[config.mk]
export PLATFORM = sky130hd
export DESIGN_NAME = cd_audio_top
export DESIGN_NICKNAME = d
export VERILOG_FILES = /design/src/verilog/cd_audio_pkg.sv /design/src/verilog/stream_fetch.sv /design/src/verilog/sample_fifo.sv /design/src/verilog/frame_player.sv /design/src/verilog/audio_mixer.sv /design/src/verilog/cd_audio_top.sv
export SDC_FILE = /design/constraint.sdc
export NUM_CORES = 1
export LEC_CHECK = 0
export BUFFER_PORTS_ARGS = -buffer_cell sky130_fd_sc_hd__buf_2
export CELL_PAD_IN_SITES_DETAIL_PLACEMENT = 0
export CELL_PAD_IN_SITES_GLOBAL_PLACEMENT = 1
export CORE_MARGIN = 2
export CORE_UTILIZATION = 40
export DETAILED_ROUTE_END_ITERATION = 12
export GPL_TIMING_DRIVEN = 0
export PLACE_DENSITY = 0.65
export SYNTH_ARGS = -nofsm -noshare
export SYNTH_HDL_FRONTEND = slang
export SYNTH_SLANG_ARGS = --single-unit
[constraint.sdc]
create_clock -name CLK_114 -period 4 [get_ports CLK_114]
set_clock_uncertainty 0.15 [all_clocks]
set_input_delay 0.6 -clock CLK_114 [delete_from_list [all_inputs] [get_ports CLK_114]]
set_output_delay 0.6 -clock CLK_114 [all_outputs]
set_load 0.03 [all_outputs]
[src/verilog/cd_audio_pkg.sv]
////////////////////////////////////////////////////////////
// cd audio stream, shared widths, types and constants
////////////////////////////////////////////////////////////

`default_nettype none

package cd_audio_pkg;

	////////////////////////////////////////////////////////////
	// data types

	typedef logic signed [15:0] sample_t;	// signed pcm sample
	typedef logic [15:0] word_t;		// raw memory word, stored byte order
	typedef logic [22:0] mem_addr_t;	// word address into sdram

	////////////////////////////////////////////////////////////
	// ring buffer placement

	// 0x6f0000 bytes -> word address
	localparam mem_addr_t AUD_BASE_ADDR = 23'h378000;

	// 32k words, two 16k halves for the host
	localparam int RING_ADDR_BITS_DEFAULT = 15;

	////////////////////////////////////////////////////////////
	// fifo and pacing

	localparam int FIFO_DEPTH = 16;		// words, power of two
	localparam int FIFO_LEVEL_BITS = 5;	// holds 0..FIFO_DEPTH

	// 114.75 MHz / 44.1 kHz, one stereo frame
	localparam int SAMPLE_PERIOD = 2602;

	////////////////////////////////////////////////////////////
	// player FSM

	typedef enum logic [1:0] {
		PS_IDLE,	// waiting for the next tick
		PS_WAIT_L,	// popping left word
		PS_WAIT_R	// popping right word
	} player_state_t;

endpackage

`default_nettype wire

[src/verilog/stream_fetch.sv]
////////////////////////////////////////////////////////////
// stream fetcher, reads the audio ring from memory within
// fifo credit and pushes the returned words
////////////////////////////////////////////////////////////

`timescale 1ns/1ps
`default_nettype none

module stream_fetch #(
	parameter int ring_addr_bits = cd_audio_pkg::RING_ADDR_BITS_DEFAULT
) (
	input wire CLK_114,
	input wire rst,
	input wire enable,
	// memory read
	output logic mem_req,
	output cd_audio_pkg::mem_addr_t mem_addr,
	input wire mem_ready,
	input wire mem_rvalid,
	input wire cd_audio_pkg::word_t mem_rdata,
	// host side
	output logic buf_half,		// half the fetcher is working in
	// fifo push
	input wire [cd_audio_pkg::FIFO_LEVEL_BITS-1:0] fifo_free,
	output logic push_valid,
	output cd_audio_pkg::word_t push_data,
	input wire push_ready
);

	logic [ring_addr_bits-1:0] ring_off;		// word offset into the ring
	logic [cd_audio_pkg::FIFO_LEVEL_BITS-1:0] in_flight;	// accepted, not yet returned
	logic active;		// stream running, no stale reads pending
	logic accept;

	// credit: words in flight must fit in the fifo's free space
	assign mem_req = active && enable && (in_flight < fifo_free);
	assign accept = mem_req && mem_ready;
	assign mem_addr = cd_audio_pkg::AUD_BASE_ADDR + cd_audio_pkg::mem_addr_t'(ring_off);

	// returns from before a disable are dropped on the floor
	assign push_valid = mem_rvalid && active && enable;
	assign push_data = mem_rdata;

	////////////////////////////////////////////////////////////
	// ring pointer and outstanding count

	always_ff @(posedge CLK_114) begin
		if (rst) begin
			ring_off <= '0;
			in_flight <= '0;
			active <= 1'b0;
			buf_half <= 1'b0;
		end else begin
			// count tracks stale reads too, so it survives a disable
			case ({accept, mem_rvalid})
				2'b10: in_flight <= in_flight + 1'b1;
				2'b01: in_flight <= in_flight - 1'b1;
				default: in_flight <= in_flight;
			endcase

			if (!enable) begin
				active <= 1'b0;		// flush, restart at base
				ring_off <= '0;
				buf_half <= 1'b0;
			end else begin
				if (!active && in_flight == '0)
					active <= 1'b1;	// old reads drained
				if (accept) begin
					ring_off <= ring_off + 1'b1;	// wraps at ring size
					buf_half <= ring_off[ring_addr_bits-1];
				end
			end
		end
	end

	////////////////////////////////////////////////////////////
	// checks

	// a waiting request keeps its address until taken or disabled
	a_addr_hold: assert property (@(posedge CLK_114) disable iff (rst)
		(mem_req && !mem_ready) |=> (!enable || (mem_req && $stable(mem_addr))))
		else $error("mem_addr changed while request waiting");

	// credit scheme must keep room for every return
	a_push_taken: assert property (@(posedge CLK_114) disable iff (rst)
		push_valid |-> push_ready)
		else $error("fifo refused a returned word");

endmodule

`default_nettype wire

[src/verilog/sample_fifo.sv]
////////////////////////////////////////////////////////////
// sample word fifo with free count and flush on disable
////////////////////////////////////////////////////////////

`timescale 1ns/1ps
`default_nettype none

module sample_fifo (
	input wire CLK_114,
	input wire rst,
	input wire enable,		// low flushes
	// push side
	input wire push_valid,
	input wire cd_audio_pkg::word_t push_data,
	output logic push_ready,
	// pop side
	output logic pop_valid,
	output cd_audio_pkg::word_t pop_data,
	input wire pop_ready,
	// credit for the fetcher
	output logic [cd_audio_pkg::FIFO_LEVEL_BITS-1:0] fifo_free
);

	cd_audio_pkg::word_t mem [cd_audio_pkg::FIFO_DEPTH];
	logic [cd_audio_pkg::FIFO_LEVEL_BITS-2:0] wr_ptr;
	logic [cd_audio_pkg::FIFO_LEVEL_BITS-2:0] rd_ptr;
	logic [cd_audio_pkg::FIFO_LEVEL_BITS-1:0] level;	// words held
	logic full;
	logic do_push;
	logic do_pop;

	assign full = (level == cd_audio_pkg::FIFO_LEVEL_BITS'(cd_audio_pkg::FIFO_DEPTH));
	assign push_ready = enable && !full;
	assign pop_valid = enable && (level != '0);
	assign pop_data = mem[rd_ptr];		// head word, async read
	assign fifo_free = cd_audio_pkg::FIFO_LEVEL_BITS'(cd_audio_pkg::FIFO_DEPTH) - level;

	assign do_push = push_valid && push_ready;
	assign do_pop = pop_valid && pop_ready;

	// storage
	always_ff @(posedge CLK_114) begin
		if (do_push)
			mem[wr_ptr] <= push_data;
	end

	////////////////////////////////////////////////////////////
	// pointers and level

	always_ff @(posedge CLK_114) begin
		if (rst || !enable) begin
			wr_ptr <= '0;
			rd_ptr <= '0;
			level <= '0;
		end else begin
			if (do_push)
				wr_ptr <= wr_ptr + 1'b1;	// pointers wrap on depth
			if (do_pop)
				rd_ptr <= rd_ptr + 1'b1;
			case ({do_push, do_pop})
				2'b10: level <= level + 1'b1;
				2'b01: level <= level - 1'b1;
				default: level <= level;	// both or neither
			endcase
		end
	end

	// fetcher credit should never offer a word to a full fifo
	a_no_overflow: assert property (@(posedge CLK_114) disable iff (rst)
		(push_valid && enable) |-> !full)
		else $error("push offered while fifo full");

	// level tracks the pointers and never wraps below zero
	a_no_underflow: assert property (@(posedge CLK_114) disable iff (rst)
		(level <= cd_audio_pkg::FIFO_LEVEL_BITS'(cd_audio_pkg::FIFO_DEPTH)) &&
		(level[cd_audio_pkg::FIFO_LEVEL_BITS-2:0] == wr_ptr - rd_ptr))
		else $error("fifo level out of step with pointers");

endmodule

`default_nettype wire

[src/verilog/frame_player.sv]
////////////////////////////////////////////////////////////
// frame player, paces stereo frames at the sample rate and
// pops byte-swapped left and right samples
////////////////////////////////////////////////////////////

`timescale 1ns/1ps
`default_nettype none

module frame_player (
	input wire CLK_114,
	input wire rst,
	input wire enable,
	// fifo pop
	input wire pop_valid,
	input wire cd_audio_pkg::word_t pop_data,
	output logic pop_ready,
	// stream samples
	output cd_audio_pkg::sample_t stream_l,
	output cd_audio_pkg::sample_t stream_r,
	output logic frame_stb,		// one cycle after a frame completes
	output logic underrun		// tick came while still collecting
);

	logic [$clog2(cd_audio_pkg::SAMPLE_PERIOD)-1:0] div_cnt;
	logic tick;
	cd_audio_pkg::player_state_t state;
	cd_audio_pkg::sample_t left_q;		// left half of the frame

	// samples are stored little-endian
	function automatic cd_audio_pkg::sample_t swap_bytes(input cd_audio_pkg::word_t w);
		return cd_audio_pkg::sample_t'({w[7:0], w[15:8]});
	endfunction

	assign pop_ready = (state == cd_audio_pkg::PS_WAIT_L) ||
		(state == cd_audio_pkg::PS_WAIT_R);

	////////////////////////////////////////////////////////////
	// sample rate divider

	always_ff @(posedge CLK_114) begin
		if (rst || !enable) begin
			div_cnt <= '0;
			tick <= 1'b0;
		end else if (div_cnt == $bits(div_cnt)'(cd_audio_pkg::SAMPLE_PERIOD - 1)) begin
			div_cnt <= '0;
			tick <= 1'b1;		// one pulse per frame period
		end else begin
			div_cnt <= div_cnt + 1'b1;
			tick <= 1'b0;
		end
	end

	////////////////////////////////////////////////////////////
	// frame FSM

	always_ff @(posedge CLK_114) begin
		if (rst || !enable) begin
			state <= cd_audio_pkg::PS_IDLE;
			stream_l <= '0;		// silent while stopped
			stream_r <= '0;
			frame_stb <= 1'b0;
			underrun <= 1'b0;
		end else begin
			frame_stb <= 1'b0;
			// late data, this tick is lost
			underrun <= tick && (state != cd_audio_pkg::PS_IDLE);
			case (state)
				cd_audio_pkg::PS_IDLE:
					if (tick)
						state <= cd_audio_pkg::PS_WAIT_L;
				cd_audio_pkg::PS_WAIT_L:
					if (pop_valid)
						state <= cd_audio_pkg::PS_WAIT_R;
				cd_audio_pkg::PS_WAIT_R:
					if (pop_valid) begin
						stream_l <= left_q;	// both channels change together
						stream_r <= swap_bytes(pop_data);
						frame_stb <= 1'b1;
						state <= cd_audio_pkg::PS_IDLE;
					end
				default: state <= cd_audio_pkg::PS_IDLE;
			endcase
		end
	end

	// left word parked until the right one arrives
	always_ff @(posedge CLK_114) begin
		if (state == cd_audio_pkg::PS_WAIT_L && pop_valid)
			left_q <= swap_bytes(pop_data);
	end

	// a frame needs the tick and both pops in enabled cycles
	a_no_stb_after_disable: assert property (@(posedge CLK_114) disable iff (rst)
		frame_stb |-> ($past(enable) && $past(enable, 2) && $past(enable, 3) &&
			$past(enable, 4)))
		else $error("frame_stb without a fully enabled frame");

endmodule

`default_nettype wire

[src/verilog/audio_mixer.sv]
////////////////////////////////////////////////////////////
// audio mixer, saturating sum of stream and amiga audio
////////////////////////////////////////////////////////////

`timescale 1ns/1ps
`default_nettype none

module audio_mixer (
	input wire CLK_114,
	input wire rst,
	input wire cd_audio_pkg::sample_t stream_l,
	input wire cd_audio_pkg::sample_t stream_r,
	input wire cd_audio_pkg::sample_t amiga_l,
	input wire cd_audio_pkg::sample_t amiga_r,
	input wire frame_stb,
	output cd_audio_pkg::sample_t audio_l,
	output cd_audio_pkg::sample_t audio_r,
	output logic sample_stb		// new frame visible on audio_l/r
);

	// 17 bit sum, clamp to 16 bit range
	function automatic cd_audio_pkg::sample_t sat_add(input cd_audio_pkg::sample_t a,
		input cd_audio_pkg::sample_t b);
		logic signed [16:0] sum;
		sum = {a[15], a} + {b[15], b};
		if (sum[16:15] == 2'b01)
			return 16'h7fff;	// positive overflow
		else if (sum[16:15] == 2'b10)
			return 16'h8000;	// negative overflow
		else
			return sum[15:0];
	endfunction

	always_ff @(posedge CLK_114) begin
		if (rst) begin
			audio_l <= '0;
			audio_r <= '0;
			sample_stb <= 1'b0;
		end else begin
			audio_l <= sat_add(stream_l, amiga_l);
			audio_r <= sat_add(stream_r, amiga_r);
			sample_stb <= frame_stb;	// lines up with the new sum
		end
	end

	a_reset_quiet: assert property (@(posedge CLK_114)
		rst |=> (audio_l == '0 && audio_r == '0 && !sample_stb))
		else $error("mixer outputs not cleared by reset");

endmodule

`default_nettype wire

[src/verilog/cd_audio_top.sv]
////////////////////////////////////////////////////////////
// cd audio streaming top, fetcher, fifo, player and mixer
////////////////////////////////////////////////////////////

`timescale 1ns/1ps
`default_nettype none

module cd_audio_top #(
	parameter int ring_addr_bits = cd_audio_pkg::RING_ADDR_BITS_DEFAULT
) (
	input wire CLK_114,
	input wire rst,
	input wire enable,
	// memory read port
	output logic mem_req,
	output cd_audio_pkg::mem_addr_t mem_addr,
	input wire mem_ready,
	input wire mem_rvalid,
	input wire cd_audio_pkg::word_t mem_rdata,
	output logic buf_half,
	// native amiga audio in, mixed audio out
	input wire cd_audio_pkg::sample_t amiga_l,
	input wire cd_audio_pkg::sample_t amiga_r,
	output cd_audio_pkg::sample_t audio_l,
	output cd_audio_pkg::sample_t audio_r,
	output logic sample_stb,
	output logic underrun
);

	////////////////////////////////////////////////////////////
	// internal nets

	logic [cd_audio_pkg::FIFO_LEVEL_BITS-1:0] fifo_free;
	logic push_valid;
	logic push_ready;
	cd_audio_pkg::word_t push_data;
	logic pop_valid;
	logic pop_ready;
	cd_audio_pkg::word_t pop_data;
	cd_audio_pkg::sample_t stream_l;
	cd_audio_pkg::sample_t stream_r;
	logic frame_stb;

	// producer
	stream_fetch #(.ring_addr_bits(ring_addr_bits)) i_stream_fetch (
		.CLK_114(CLK_114),
		.rst(rst),
		.enable(enable),
		.mem_req(mem_req),
		.mem_addr(mem_addr),
		.mem_ready(mem_ready),
		.mem_rvalid(mem_rvalid),
		.mem_rdata(mem_rdata),
		.buf_half(buf_half),
		.fifo_free(fifo_free),
		.push_valid(push_valid),
		.push_data(push_data),
		.push_ready(push_ready)
	);

	sample_fifo i_sample_fifo (
		.CLK_114(CLK_114),
		.rst(rst),
		.enable(enable),
		.push_valid(push_valid),
		.push_data(push_data),
		.push_ready(push_ready),
		.pop_valid(pop_valid),
		.pop_data(pop_data),
		.pop_ready(pop_ready),
		.fifo_free(fifo_free)
	);

	// consumer
	frame_player i_frame_player (
		.CLK_114(CLK_114),
		.rst(rst),
		.enable(enable),
		.pop_valid(pop_valid),
		.pop_data(pop_data),
		.pop_ready(pop_ready),
		.stream_l(stream_l),
		.stream_r(stream_r),
		.frame_stb(frame_stb),
		.underrun(underrun)
	);

	audio_mixer i_audio_mixer (
		.CLK_114(CLK_114),
		.rst(rst),
		.stream_l(stream_l),
		.stream_r(stream_r),
		.amiga_l(amiga_l),
		.amiga_r(amiga_r),
		.frame_stb(frame_stb),
		.audio_l(audio_l),
		.audio_r(audio_r),
		.sample_stb(sample_stb)
	);

endmodule

`default_nettype wire

## Yosys cells after proc, flatten, opt, wreduce, memory -nomap -nowiden

Memories as Yosys holds them, arrays and structs flattened. A register that Yosys moved wholly into a read port is not among the register bits.
Cells that the tools add are included.

| word-level totals | value |
|---|---|
| flip-flop bits (word level) | 133 |
| memory bits (writable) | 256 |
| input bits | 53 |
| output and inout bits | 59 |
| logic and storage cells | 97 |
| memories | 1 |

Memories:

| memory | depth | bits a word | read ports | clocked after memory_dff | wr ports | line | text |
|---|---|---|---|---|---|---|---|
| i_sample_fifo.mem | 16 | 16 | 1 | 1 | 1 | sample_fifo.sv:24 | `cd_audio_pkg::word_t mem [cd_audio_pkg::FIFO_DEPTH];` |

| cells by class | value |
|---|---|
| add/sub/neg operators | 12 |
| magnitude comparators | 1 |
| equality and inequality tests | 15 |
| multiplexer cells | 16 |
| bitwise operators | 2 |
| reductions and logical operators | 30 |

Operators with widths:

| cell | count |
|---|---|
| 16-bit by 16-bit adder with 17-bit output | 2 |
| 16-bit two-way mux | 2 |
| 15-bit two-way mux | 2 |
| 22-bit by 15-bit adder with 23-bit output (first input constant) | 1 |
| 5-bit one-hot mux with 2 select lines | 2 |
| 15-bit by 1-bit adder with 15-bit output (second input constant) | 1 |
| 12-bit by 1-bit adder with 12-bit output (second input constant) | 1 |
| 12-bit equality test (second input constant) | 1 |
| 1-bit logical AND | 12 |
| 5-bit by 1-bit adder with 5-bit output (second input constant) | 2 |
| 2-bit by 1-bit equality test with 1-bit output (second input constant) | 5 |
| 2-bit equality test (second input constant) | 5 |
| 2-bit OR reduction | 5 |
| 5-bit by 1-bit subtractor with 5-bit output (second input constant) | 2 |
| 4-bit by 1-bit adder with 4-bit output (second input constant) | 2 |
| 4-bit two-way mux | 2 |
| 2-bit two-way mux | 3 |
| 2-bit by 1-bit != test with 1-bit output (second input constant) | 3 |
| 2-bit one-hot mux with 3 select lines | 1 |
| 2-bit nonzero test | 3 |
| 5-bit equality test (second input constant) | 1 |
| 5-bit zero test | 1 |
| 5-bit < comparator | 1 |
| 5-bit nonzero test | 1 |
| other kinds (8) | 15 |

## Logic depth before layout (Yosys ltp)

Gate-level depths: netlist of the first run.

| logic depth | value |
|---|---|
| word-level depth | 6 |
| mapped depth | 19 |
| mapped depth without buffers | 19 |

## Cells and area by module

A second synthesis of the first run with hierarchy kept.

| second synthesis, totals | value |
|---|---|
| cell total of the unflattened synthesis | 1200 |
| area, all modules | 17230.3 µm² |

By module, submodules not included:

| module | times used | cells an instance | area each (µm²) | sequential area each (µm²) |
|---|---|---|---|---|
| sample_fifo | 1 | 503 | 10913.0 | 8027.7 |
| audio_mixer | 1 | 286 | 2502.4 | 660.6 |
| frame_player | 1 | 241 | 2363.5 | 1461.4 |
| stream_fetch | 1 | 170 | 1451.4 | 440.4 |

## Least setup slack after synthesis of the first run

OpenSTA, ideal clock, no wires.

| timing path | value |
|---|---|
| kind | register to register |
| start point | register i_sample_fifo.level[0] (netlist name) |
| end point | register i_stream_fetch.in_flight[4] (netlist name) |
| library setup time | 0.071 ns |
| data arrival time | 3.466 ns |
| required time | 3.779 ns |
| setup slack | 0.313 ns |
| cell stages (with the launch flop) | 20 |
| path buffers | 0 |
| period minus slack after synthesis | 3.687 ns |
| cells stage by stage | dfxtp_1 > inv_1 > ha_1 > nor3b_1 > ha_1 > ha_1 > nand3b_1 > nor3b_1 > o211ai_1 > nand2_1 > inv_1 > ha_1 > inv_1 > fa_1 > inv_1 > a21o_1 > a21oi_1 > xnor2_1 > or3_1 > a21oi_1 |

| on the way | value |
|---|---|
| cells in the longest elaborated chain, start to end | 6 |
| elaborated cells on any way between the ends | 8 |
| those cells by class | add/sub (1); order compare (1); eq/ne (2); mux (1); reduce/logical (3) |

RTL lines:

| element | line | text |
|---|---|---|
| from (decl) | sample_fifo.sv:27 | `logic [cd_audio_pkg::FIFO_LEVEL_BITS-1:0] level;` |
| from (signal assigned) | sample_fifo.sv:61 | `2'b10: level <= level + 1'b1;` |
| from (signal assigned) | sample_fifo.sv:62 | `2'b01: level <= level - 1'b1;` |
| from (signal assigned) | sample_fifo.sv:63 | `default: level <= level;` |
| 5-bit subtractor (*) | sample_fifo.sv:36 | `assign fifo_free = cd_audio_pkg::FIFO_LEVEL_BITS'(cd_audio_pkg::FIFO_DEPTH) - level;` |
| 5-bit < comparator (*) | stream_fetch.sv:36 | `assign mem_req = active && enable && (in_flight < fifo_free);` |
| 1-bit logical AND (*) | stream_fetch.sv:36 |  |
| 1-bit logical AND (*) | stream_fetch.sv:37 | `assign accept = mem_req && mem_ready;` |
| 2-bit by 1-bit equality test with 1-bit output or 2-bit equality test (tied branches) | stream_fetch.sv:55 | `case ({accept, mem_rvalid})` |
| 5-bit one-hot mux with 2 select lines or 2-bit nonzero test (tied branches) | - |  |
| to (signal assigned) | stream_fetch.sv:56 | `2'b10: in_flight <= in_flight + 1'b1;` |
| to (signal assigned) | stream_fetch.sv:57 | `2'b01: in_flight <= in_flight - 1'b1;` |
| to (signal assigned) | stream_fetch.sv:58 | `default: in_flight <= in_flight;` |
| to (decl) | stream_fetch.sv:31 | `logic [cd_audio_pkg::FIFO_LEVEL_BITS-1:0] in_flight;` |

Every way passes the cells marked *; elsewhere a longest branch is shown, timed or not.
A chain may end at the register's enable or synchronous reset.

## Worst setup path in the final report of the first run

Same ends and word-level chain as after synthesis.

==> results.py, run 1 <==
metrics = {
    "drt": {
        "wirelength_um": 37100,
        "drc": 0,
        "wl_per_cell_um": 19.7,
        "num_vias": 9671,
        "ant_nets": 0,
        "avgViaCountPerCell": 5.14,
        "drt_iter0_markers": 589,
        "dr.pass1.iters": 5,
    },
    "clocking": {
        "clk_pin_slew_ns": 0.06,
        "cts_tree": "built",
        "cts.sinks": 393,
        "cts_hold_buf": 0,
        "cts_buffer_depth": 3,
        "clock_latency_ns": 0.60,
        "cts_root_buffer": "clkbuf_16",
        "h-tree-depth": 2,
        "cts_buffers": 44,
    },
    "outcome": {
        "status": "finished clean",
    },
    "final_layout": {
        "finalNetCount": 1430,
        "multiInputGateArea_um2": 5720,
        "ff_latch_area_um2": 10600,
        "nFillCells": 3594,
        "drive_above_1_share": 0.254,
        "syn2layout_area_growth_pct": 17.5,
        "fin_cells": 1881,
    },
    "pwr": {
        "p_leak_nw": 6.88,
        "intPower_mw": 6.70,
        "power.switching_mw": 1.93,
        "pwr-share-clk": 0.444,
        "switching_share": 0.224,
        "p_per_area_nw_per_um2": 441,
        "power_frac_comb": 0.046,
        "seqPwrFrac": 0.510,
        "ir_drop_uv": 335,
    },
    "worst_setup_path": {
        "r2r_start": "i_sample_fifo.level[0]$_SDFFE_PP0P_",
        "startpoint": "i_sample_fifo.level[0]$_SDFFE_PP0P_",
        "critical_path.max_fanout": 5,
        "crit_required_ns": 4.35,
        "end_kind": "flop",
        "crit_chain": "inv_1 > ha_1 > nor3b_4 > ha_1 > ha_1 > nand3b_1 > nor3b_2 > o211ai_1 > nand2_2 > inv_1 > ha_1 > ha_1 > a21o_1 > a21oi_1 > xnor2_1 > or3_1 > a21oi_1",
        "timing_worst_setup_path_type": "flop to flop",
        "critPathTopFamily": "adder cells",
        "path_common_cell": "ha_1",
        "cp-start-kind": "flop",
        "slowest_stage": "dfxtp_2",
        "cpPeakStageDelay_ns": 0.38,
        "worstPathArrival_ns": 4.10,
        "critPathBufInv": 2,
    },
    "sta": {
        "worstMarginPinSlew_ns": 0.959,
        "timing.final.crit_share": 0.940,
        "setup_viol_count_final": 0,
        "fin_ws_ns": 0.241,
        "finalMaxSlewViolations": 0,
        "max_freq_mhz": 266,
        "min_period_ns": 3.76,
        "timing.slew.headroom": 0.361,
        "hold_viol": 0,
        "rsz0062_at_grt": "false",
    },
    "placement": {
        "place_inst": 1799,
        "place_hpwl_um": 26400,
        "place_congestion": 0.818,
        "io_buffer_count": 103,
        "preCtsSetupSlack_ns": -0.183,
    },
    "synthesis": {
        "synth.avg_cell_area_um2": 14.6,
        "synth_area_um2": 16700,
        "synth-seq-area-share": 0.636,
        "synth_edf_count": 272,
        "synthCells": 1140,
        "ys.flop_type": "edfxtp_1",
        "synthArstFlopShare": 0,
        "synth.distinct_cells": 63,
        "ys_ff_latch": 393,
        "yosysWarnings": 0,
    },
    "worst_hold_path": {
        "hold_path.class": "primary input to flop",
        "hold_start": "mem_rdata[8]",
    },
    "floorplanning": {
        "die-height_um": 208,
        "num_rows": 74,
        "ios": 112,
        "dieWidth_um": 208,
        "die-area_um2": 43300,
        "initial_core_util": 0.406,
        "core_area_um2": 41000,
    },
    "grt": {
        "grt_usage": 0.173,
        "grt_max_degree": 17,
        "grt_pass1_vias": 9724,
        "overflow": 0,
        "grt_pass1_wl_um": 56900,
        "antenna_found_initial": 4,
    },
    "run": {
        "maxCapViolCount": 0,
    },
}
## metal layers
layer	vias to the layer above	part of all wire	wire (um)	GRT usage
met5	-	0.00089	33	0
met4	6	0.018	684	0.0447
met3	55	0.052	1930	0.0362
met2	201	0.49	18000	0.294
met1	4791	0.44	16500	0.226
li1	4618	-	-	-
## worst register-to-register path: cells and delay by family (launching register included)
family                   cells  cell delay [ns]
AO/OA/AOI/OAI                4             0.61
XOR/XNOR                     1             0.09
adder cells (fa/ha/maj)      5             1.30
buffers and inverters        2             0.15
flip-flops                   1             0.38
AND/OR/NAND/NOR              5             1.00
## per-stage QoR
step           instance area [um2]  hold WS [ns]   util  total power, mW  TNS, ns
6_report                     19600         0.231  0.477             8.63        0
5_1_grt                      19600         0.227  0.477             8.93        0
4_1_cts                      19600         0.208  0.477             8.75        0
3_5_place_dp                 18200         0.308  0.443             4.88   -0.233
3_3_place_gp                 17900         0.300  0.436             4.88   -59.75
2_1_floorplan                16700         0.264      -             4.74        0
## cells in the mapped netlist, types with 11 or more instances
cell type / number / area share
edfxtp_1: 272 / 0.49
dfxtp_1: 121 / 0.15
nand2_1: 98 / 0.022
nor2_1: 87 / 0.020
mux4_2: 80 / 0.11
a21oi_1: 73 / 0.022
ha_1: 59 / 0.044
xor2_1: 44 / 0.023
inv_1: 34 / 0.0077
o21ai_0: 25 / 0.0075
o21ai_2: 23 / 0.012
clkbuf_1: 20 / 0.0045
xnor2_1: 18 / 0.0095
nand3_1: 15 / 0.0045
a21o_1: 12 / 0.0054
buf_1: 12 / 0.0027
buf_4: 11 / 0.0050
nand4_1: 11 / 0.0041
## final cells by class
type,instances,area share
flip-flops and latches,393,0.541
multi-input cells,666,0.292
clock buffers,56,0.0585
repair buffers,122,0.0398
well taps,532,0.0340
plain buffers,53,0.0161
clock inverters,24,0.0118
inverters,34,0.00652
diodes,1,0.000128
## power by group through the flow
| stage | Clock [mW] | Sequential, mW | Combinational (mW) |
|---|---|---|---|
| after floorplan | 0 | 4.54 | 0.207 |
| after global placement | 0 | 4.49 | 0.390 |
| after detailed placement | 0 | 4.49 | 0.396 |
| after CTS | 3.95 | 4.40 | 0.399 |
| after global routing | 4.09 | 4.40 | 0.441 |
| final | 3.84 | 4.40 | 0.396 |
## state kept, by name, summed over array words and instances, names as in the netlist, 5 cells and up, named ones only
register                  flops
i_frame_player.div_cnt       12
i_frame_player.stream_l      16
i_audio_mixer.audio_l        16
i_stream_fetch.in_flight      5
i_frame_player.stream_r      16
i_sample_fifo.level           5
i_stream_fetch.ring_off      15
i_sample_fifo.mem           256
i_audio_mixer.audio_r        16
i_frame_player.left_q        16
## cells by family after synthesis
kind of cell	share of synthesized area
XOR/XNOR	0.0326
AND/OR/NAND/NOR	0.0745
multiplexers	0.113
AO/OA/AOI/OAI	0.0684
buffers and inverters	0.0266
other	0.000451
flip-flops	0.636
adder cells (fa/ha/maj)	0.0491
## placed cells by master (no fill, tap or decap), types with 25 or more instances in the layout
cell,count
a21oi_1,73
buf_2,104
clkbuf_1,32
clkbuf_16,44
dfxtp_1,120
edfxtp_1,272
ha_1,59
inv_1,33
mux4_2,80
nand2_1,97
nor2_1,75
o21ai_0,25
xor2_1,44
## final timing paths
kind,endpoint,slack [ns],depth (start not counted)
max,i_stream_fetch.in_flight[4]$_SDFFE_PP0P_,0.24,17
min,i_sample_fifo.mem[2][8]$_DFFE_PP_,0.23,1
max reg2reg,i_stream_fetch.in_flight[4]$_SDFFE_PP0P_,0.24,17
min reg2reg,i_frame_player.stream_r[2]$_SDFFE_PP0P_,0.31,2
## timing repair
item | in CTS | in global routing
resized for setup | 2 | 5
cloned | 0 | 0
pin swaps | 1 | 0
setup endpoints to repair | 2 | 1
setup buffers | 1 | 0
(Power assumes the default switching activity.)
==> inputs of run 2 (changes only) <==
--- a/config.mk
+++ b/config.mk
@@ -9,10 +9,10 @@
 export CELL_PAD_IN_SITES_DETAIL_PLACEMENT = 0
 export CELL_PAD_IN_SITES_GLOBAL_PLACEMENT = 1
 export CORE_MARGIN = 2
-export CORE_UTILIZATION = 40
+export CORE_UTILIZATION = 51
 export DETAILED_ROUTE_END_ITERATION = 12
 export GPL_TIMING_DRIVEN = 0
-export PLACE_DENSITY = 0.65
+export PLACE_DENSITY = 0.8
 export SYNTH_ARGS = -nofsm -noshare
 export SYNTH_HDL_FRONTEND = slang
 export SYNTH_SLANG_ARGS = --single-unit
==> run 2 against run 1 <==
Against the previous run:
- critical path depth up 2
- die area decreased by 21%
- register-to-register slack hardly changed
- final area shrank 0.66%
- clock power about the same
- combinational power down 1%
- hold slack improved by 0.029 ns
- clock-buffer cell count decreased by 8
- first-iteration DRC count up 16%
==> results.py, run 2 (synthesized netlist as in run 1, its figures left out) <==
metrics = {
    "outcome": {
        "status": "finished clean",
    },
    "floorplanning": {
        "num_rows": 66,
        "die-area_um2": 34100,
        "initial_core_util": 0.515,
        "die-height_um": 185,
        "dieWidth_um": 185,
        "ios": 112,
        "core_area_um2": 32400,
    },
    "grt": {
        "overflow": 0,
        "antenna_found_initial": 2,
        "grt_max_degree": 17,
        "grt_pass1_vias": 9656,
        "grt_pass1_wl_um": 54600,
        "grt_usage": 0.214,
    },
    "drt": {
        "drc": 0,
        "avgViaCountPerCell": 5.46,
        "wirelength_um": 35500,
        "ant_nets": 0,
        "dr.pass1.iters": 5,
        "drt_iter0_markers": 683,
        "num_vias": 9761,
        "wl_per_cell_um": 19.9,
    },
    "clocking": {
        "h-tree-depth": 2,
        "cts.sinks": 393,
        "cts_buffers": 42,
        "cts_root_buffer": "clkbuf_16",
        "cts_tree": "built",
        "clk_pin_slew_ns": 0.06,
        "cts_buffer_depth": 3,
        "clock_latency_ns": 0.56,
    },
    "placement": {
        "place_hpwl_um": 24600,
        "io_buffer_count": 103,
        "preCtsSetupSlack_ns": -0.153,
        "place_congestion": 0.825,
        "dpl_cell_area_um2": 18000,
    },
    "worst_setup_path": {
        "end_kind": "flop",
        "critPathTopFamily": "adder cells",
        "slowest_stage": "dfxtp_2",
        "cpPeakStageDelay_ns": 0.38,
        "crit_chain": "inv_1 > ha_1 > nor3b_2 > ha_1 > ha_1 > nand3b_1 > nor3b_1 > o211ai_1 > nand2_2 > inv_1 > ha_1 > inv_1 > fa_1 > inv_1 > a21o_1 > a21oi_1 > xnor2_1 > or3_1 > a21oi_1",
        "r2r_setup_slack_ns": 0.25,
        "critical_path.max_fanout": 5,
        "timing_worst_setup_path_type": "flop to flop",
        "cp-start-kind": "flop",
        "crit_required_ns": 4.33,
        "critPathBufInv": 4,
        "worstPathArrival_ns": 4.08,
    },
    "final_layout": {
        "finalNetCount": 1426,
        "finish.instance_area_um2": 19400,
        "drive_above_1_share": 0.255,
        "max_flop_register": "i_sample_fifo.mem",
        "syn2layout_area_growth_pct": 16.7,
        "final_cell_mix": "edfxtp_1, dfxtp_1, buf_2",
        "largest_register_ffs": 256,
        "final_common_cell": "edfxtp_1",
        "nFillCells": 2521,
    },
    "worst_hold_path": {
        "hold_path.class": "primary input to flop",
    },
    "sta": {
        "timing.slew.headroom": 0.382,
        "max_freq_mhz": 266,
        "worstMarginPinSlew_ns": 0.927,
        "rsz0062_at_grt": "false",
        "setup_viol_count_final": 0,
        "timing.final.crit_share": 0.938,
        "finalMaxSlewViolations": 0,
        "hold_viol": 0,
        "min_period_ns": 3.75,
        "fin_ws_ns": 0.248,
    },
    "pwr": {
        "ir_drop_uv": 409,
        "p_per_area_nw_per_um2": 445,
        "p_leak_nw": 6.88,
    },
    "run": {
        "maxCapViolCount": 0,
    },
}
==> run 2: worst paths after layout <==
| kind | startpoint | to | cells after the start |
|---|---|---|---|
| hold / removal | mem_rdata[4] | i_sample_fifo.mem[15][4]$_DFFE_PP_ | 1 |
| hold reg to reg | i_frame_player.stream_l[15]$_SDFFE_PP0P_ | i_frame_player.stream_l[15]$_SDFFE_PP0P_ | 2 |
| setup reg to reg | i_sample_fifo.level[0]$_SDFFE_PP0P_ | i_stream_fetch.in_flight[4]$_SDFFE_PP0P_ | 19 |
| setup / recovery | i_sample_fifo.level[0]$_SDFFE_PP0P_ | i_stream_fetch.in_flight[4]$_SDFFE_PP0P_ | 19 |
==> run 2: layout make-up <==
| cell class | instances | area, um2 | area share |
|---|---|---|---|
| antenna | 2 | 5.00 | 0.000257 |
| sequential | 393 | 10600 | 0.545 |
| multi-input combinational | 666 | 5710 | 0.293 |
| tap | 442 | 553 | 0.0284 |
| clock buffer | 48 | 1080 | 0.0557 |
| clock inverter | 29 | 317 | 0.0163 |
| timing repair buffer | 120 | 748 | 0.0385 |
| inverter | 34 | 128 | 0.00656 |
| buffer | 53 | 315 | 0.0162 |
==> run 2: per-stage QoR <==
| stage | hold WS (ns) | utilization | setup TNS, ns | std cells | total power [mW] |
|---|---|---|---|---|---|
| 2_1_floorplan | 0.264 | - | 0 | 1146 | 4.74 |
| 3_3_place_gp | 0.302 | 0.548 | -45.60 | 1691 | 4.87 |
| 3_5_place_dp | 0.305 | 0.557 | -0.160 | 1707 | 4.88 |
| 4_1_cts | 0.238 | 0.601 | 0 | 1785 | 8.73 |
| 5_1_grt | 0.256 | 0.601 | 0 | 1785 | 8.94 |
| 6_report | 0.259 | 0.601 | 0 | 1787 | 8.66 |
==> run 2: power breakdown <==
part           total [mW]  switching (mW)  internal, mW  leakage [nW]
Sequential           4.40          0.0222          4.38          3.43
Combinational       0.392           0.253         0.139          2.77
Clock                3.87            1.63          2.24         0.679
Total                8.66            1.91          6.76          6.88
==> run 2: layer usage <==
layer / up-vias / track usage / wire, um
li1: 4601 / - / -
met3: 64 / 0.0447 / 2220
met2: 337 / 0.359 / 17200
met4: 2 / 0.0610 / 801
met5: - / 0 / 13
met1: 4757 / 0.283 / 15300
==> run 2: timing repair <==
action,in CTS,in global routing
pin swaps,0,0
hold buffers,0,0
buffers inserted,1,0
gates resized for setup,2,1
setup endpoints to repair,2,1
==> inputs of run 3 (changes only) <==
--- a/config.mk
+++ b/config.mk
@@ -15,4 +15,5 @@
 export PLACE_DENSITY = 0.8
 export SYNTH_ARGS = -nofsm -noshare
 export SYNTH_HDL_FRONTEND = slang
+export SYNTH_HIERARCHICAL = 1
 export SYNTH_SLANG_ARGS = --single-unit
==> run 3 against run 2 <==
Against the previous run:
- critical path depth shrank 1
- global-route usage shrank 0.31 points
- sequential power about the same
- first-iteration DRC count increased by 1.6%
- largest power group unchanged
- sequential share of layout area down 1.4 points
- area after synthesis grew 3.4%
- power shrank 1.5%
==> results.py, run 3 <==
metrics = {
    "clocking": {
        "clk_pin_slew_ns": 0.06,
        "cts_buffers": 41,
        "cts.sinks": 393,
        "cts_tree": "built",
        "cts_root_buffer": "clkbuf_16",
        "cts_buffer_depth": 3,
        "clock_latency_ns": 0.54,
        "cts_hold_buf": 0,
        "h-tree-depth": 2,
    },
    "placement": {
        "place_congestion": 0.801,
        "place_hpwl_um": 25400,
        "io_buffer_count": 87,
    },
    "sta": {
        "setup_viol_count_final": 0,
        "timing.slew.headroom": 0.379,
        "timing.final.crit_share": 0.944,
        "hold_viol": 0,
        "min_period_ns": 3.78,
        "finalMaxSlewViolations": 0,
        "max_freq_mhz": 265,
        "rsz0062_at_grt": "false",
        "worstMarginPinSlew_ns": 0.926,
    },
    "final_layout": {
        "diodes": 0,
        "finalNetCount": 1467,
        "final_cell_mix": "edfxtp_1, dfxtp_1, nand2_1",
        "drive_above_1_share": 0.224,
        "syn2layout_area_growth_pct": 16.0,
        "final_common_cell": "edfxtp_1",
        "max_flop_register": "i_sample_fifo/mem",
        "utilization": 0.599,
        "largest_register_ffs": 256,
    },
    "grt": {
        "grt_pass1_vias": 10061,
        "antenna_found_initial": 0,
        "grt_max_degree": 20,
        "grt_usage": 0.211,
        "grt_pass1_wl_um": 57400,
        "overflow": 0,
    },
    "pwr": {
        "p_leak_nw": 7.19,
        "power_mw": 8.54,
        "p_per_area_nw_per_um2": 427,
        "ir_drop_uv": 440,
    },
    "run": {
        "maxCapViolCount": 0,
    },
    "worst_setup_path": {
        "critPathTopFamily": "adder cells",
        "cp-start-kind": "flop",
        "worstPathArrival_ns": 4.05,
        "r2r_start": "i_sample_fifo/level[1]$_SDFFE_PP0P_",
        "timing_worst_setup_path_type": "flop to flop",
        "critPathBufInv": 4,
        "startpoint": "i_sample_fifo/level[1]$_SDFFE_PP0P_",
        "slowest_stage": "fa_1",
        "path_common_cell": "inv_1",
        "end_kind": "flop",
        "cpPeakStageDelay_ns": 0.40,
        "crit_required_ns": 4.28,
        "crit_chain": "inv_1 > ha_2 > nor3b_4 > ha_4 > inv_1 > inv_1 > ha_4 > nand3_1 > and4bb_4 > o21ai_4 > ha_4 > inv_1 > fa_1 > nor2b_2 > o21ai_2 > nand3_1 > or3b_4 > mux2_2",
        "critical_path.max_fanout": 7,
    },
    "drt": {
        "num_vias": 10313,
        "dr.pass1.iters": 7,
        "avgViaCountPerCell": 5.62,
        "drt_iter0_markers": 694,
        "wl_per_cell_um": 20.1,
        "drc": 0,
        "ant_nets": 0,
        "wirelength_um": 36800,
    },
    "floorplanning": {
        "dieWidth_um": 188,
        "num_rows": 67,
        "ios": 112,
        "die-area_um2": 35300,
        "initial_core_util": 0.516,
        "die-height_um": 188,
        "core_area_um2": 33400,
    },
    "worst_hold_path": {
        "hold_start": "mem_rdata[15]",
        "hold_path.class": "primary input to flop",
    },
    "synthesis": {
        "synth_area_um2": 17200,
        "synth.avg_cell_area_um2": 14.4,
        "yosysWarnings": 6,
        "synthCells": 1199,
    },
    "outcome": {
        "status": "finished clean",
    },
}
-- run 3: worst reg2reg max path, stage by stage, from the launching register on --
cell and delay [ns]:
dfxtp_4 0.37, inv_1 0.08, ha_2 0.18, nor3b_4 0.24, ha_4 0.24, inv_1 0.05
inv_1 0.06, ha_4 0.28, nand3_1 0.11, and4bb_4 0.24, o21ai_4 0.08, ha_4 0.18
inv_1 0.07, fa_1 0.40, nor2b_2 0.16, o21ai_2 0.07, nand3_1 0.07, or3b_4 0.37
mux2_2 0.27
-- run 3: cell type report --
cell class              instances  area [um2]
clock buffers                  43        1030
flip-flops and latches        393       10600
multi-input cells             710        6200
repair buffers                107         706
clock inverters                32         312
inverters                      29         109
plain buffers                  72         458
well taps                     448         561
fillers                      2626       13400
-- run 3: through the flow --
stage	instances	TNS, ns	setup WS (ns)	hold WS [ns]	instance area [um2]
2_1_floorplan	1205	0	0.0717	0.264	17200
3_3_place_gp	1740	-60.46	-0.870	0.297	18200
3_5_place_dp	1756	-0.476	-0.476	0.309	18500
4_1_cts	1833	0	0.00437	0.190	19900
5_1_grt	1834	0	0.00617	0.205	20000
6_report	1834	0	0.224	0.204	20000
-- run 3: layer usage --
metal / vias to the layer above / track usage / part of all wire
li1: 4895 / - / -
met1: 5025 / 0.287 / 0.44
met2: 337 / 0.357 / 0.49
met3: 56 / 0.0316 / 0.056
met4: 0 / 0.0536 / 0.021
met5: - / 0 / 0
-- run 3: final timing paths --
kind                                         endpoint  slack, ns  cells past startpoint
max          i_stream_fetch/in_flight[4]$_SDFFE_PP0P_       0.22                     18
min               i_sample_fifo/mem[10][15]$_DFFE_PP_       0.20                      1
max reg2reg  i_stream_fetch/in_flight[4]$_SDFFE_PP0P_       0.22                     18
min reg2reg  i_frame_player/stream_l[12]$_SDFFE_PP0P_       0.32                      2
-- run 3: power by group --
group          internal (mW)  leakage, nW  switching [mW]  total [mW]
clock                   2.16        0.650            1.59        3.75
sequential              4.37         3.43          0.0185        4.39
combinational          0.146         3.11           0.247       0.393
total                   6.68         7.19            1.85        8.54
-- run 3: repair_timing --
action                                  4_1_cts  5_1_grt
pin swaps                                     1        2
cloned                                        0        0
endpoints found under the hold margin         0        0
setup buffers                                 2        2
endpoints found under the setup margin        1        2
gates resized for setup                       7       10
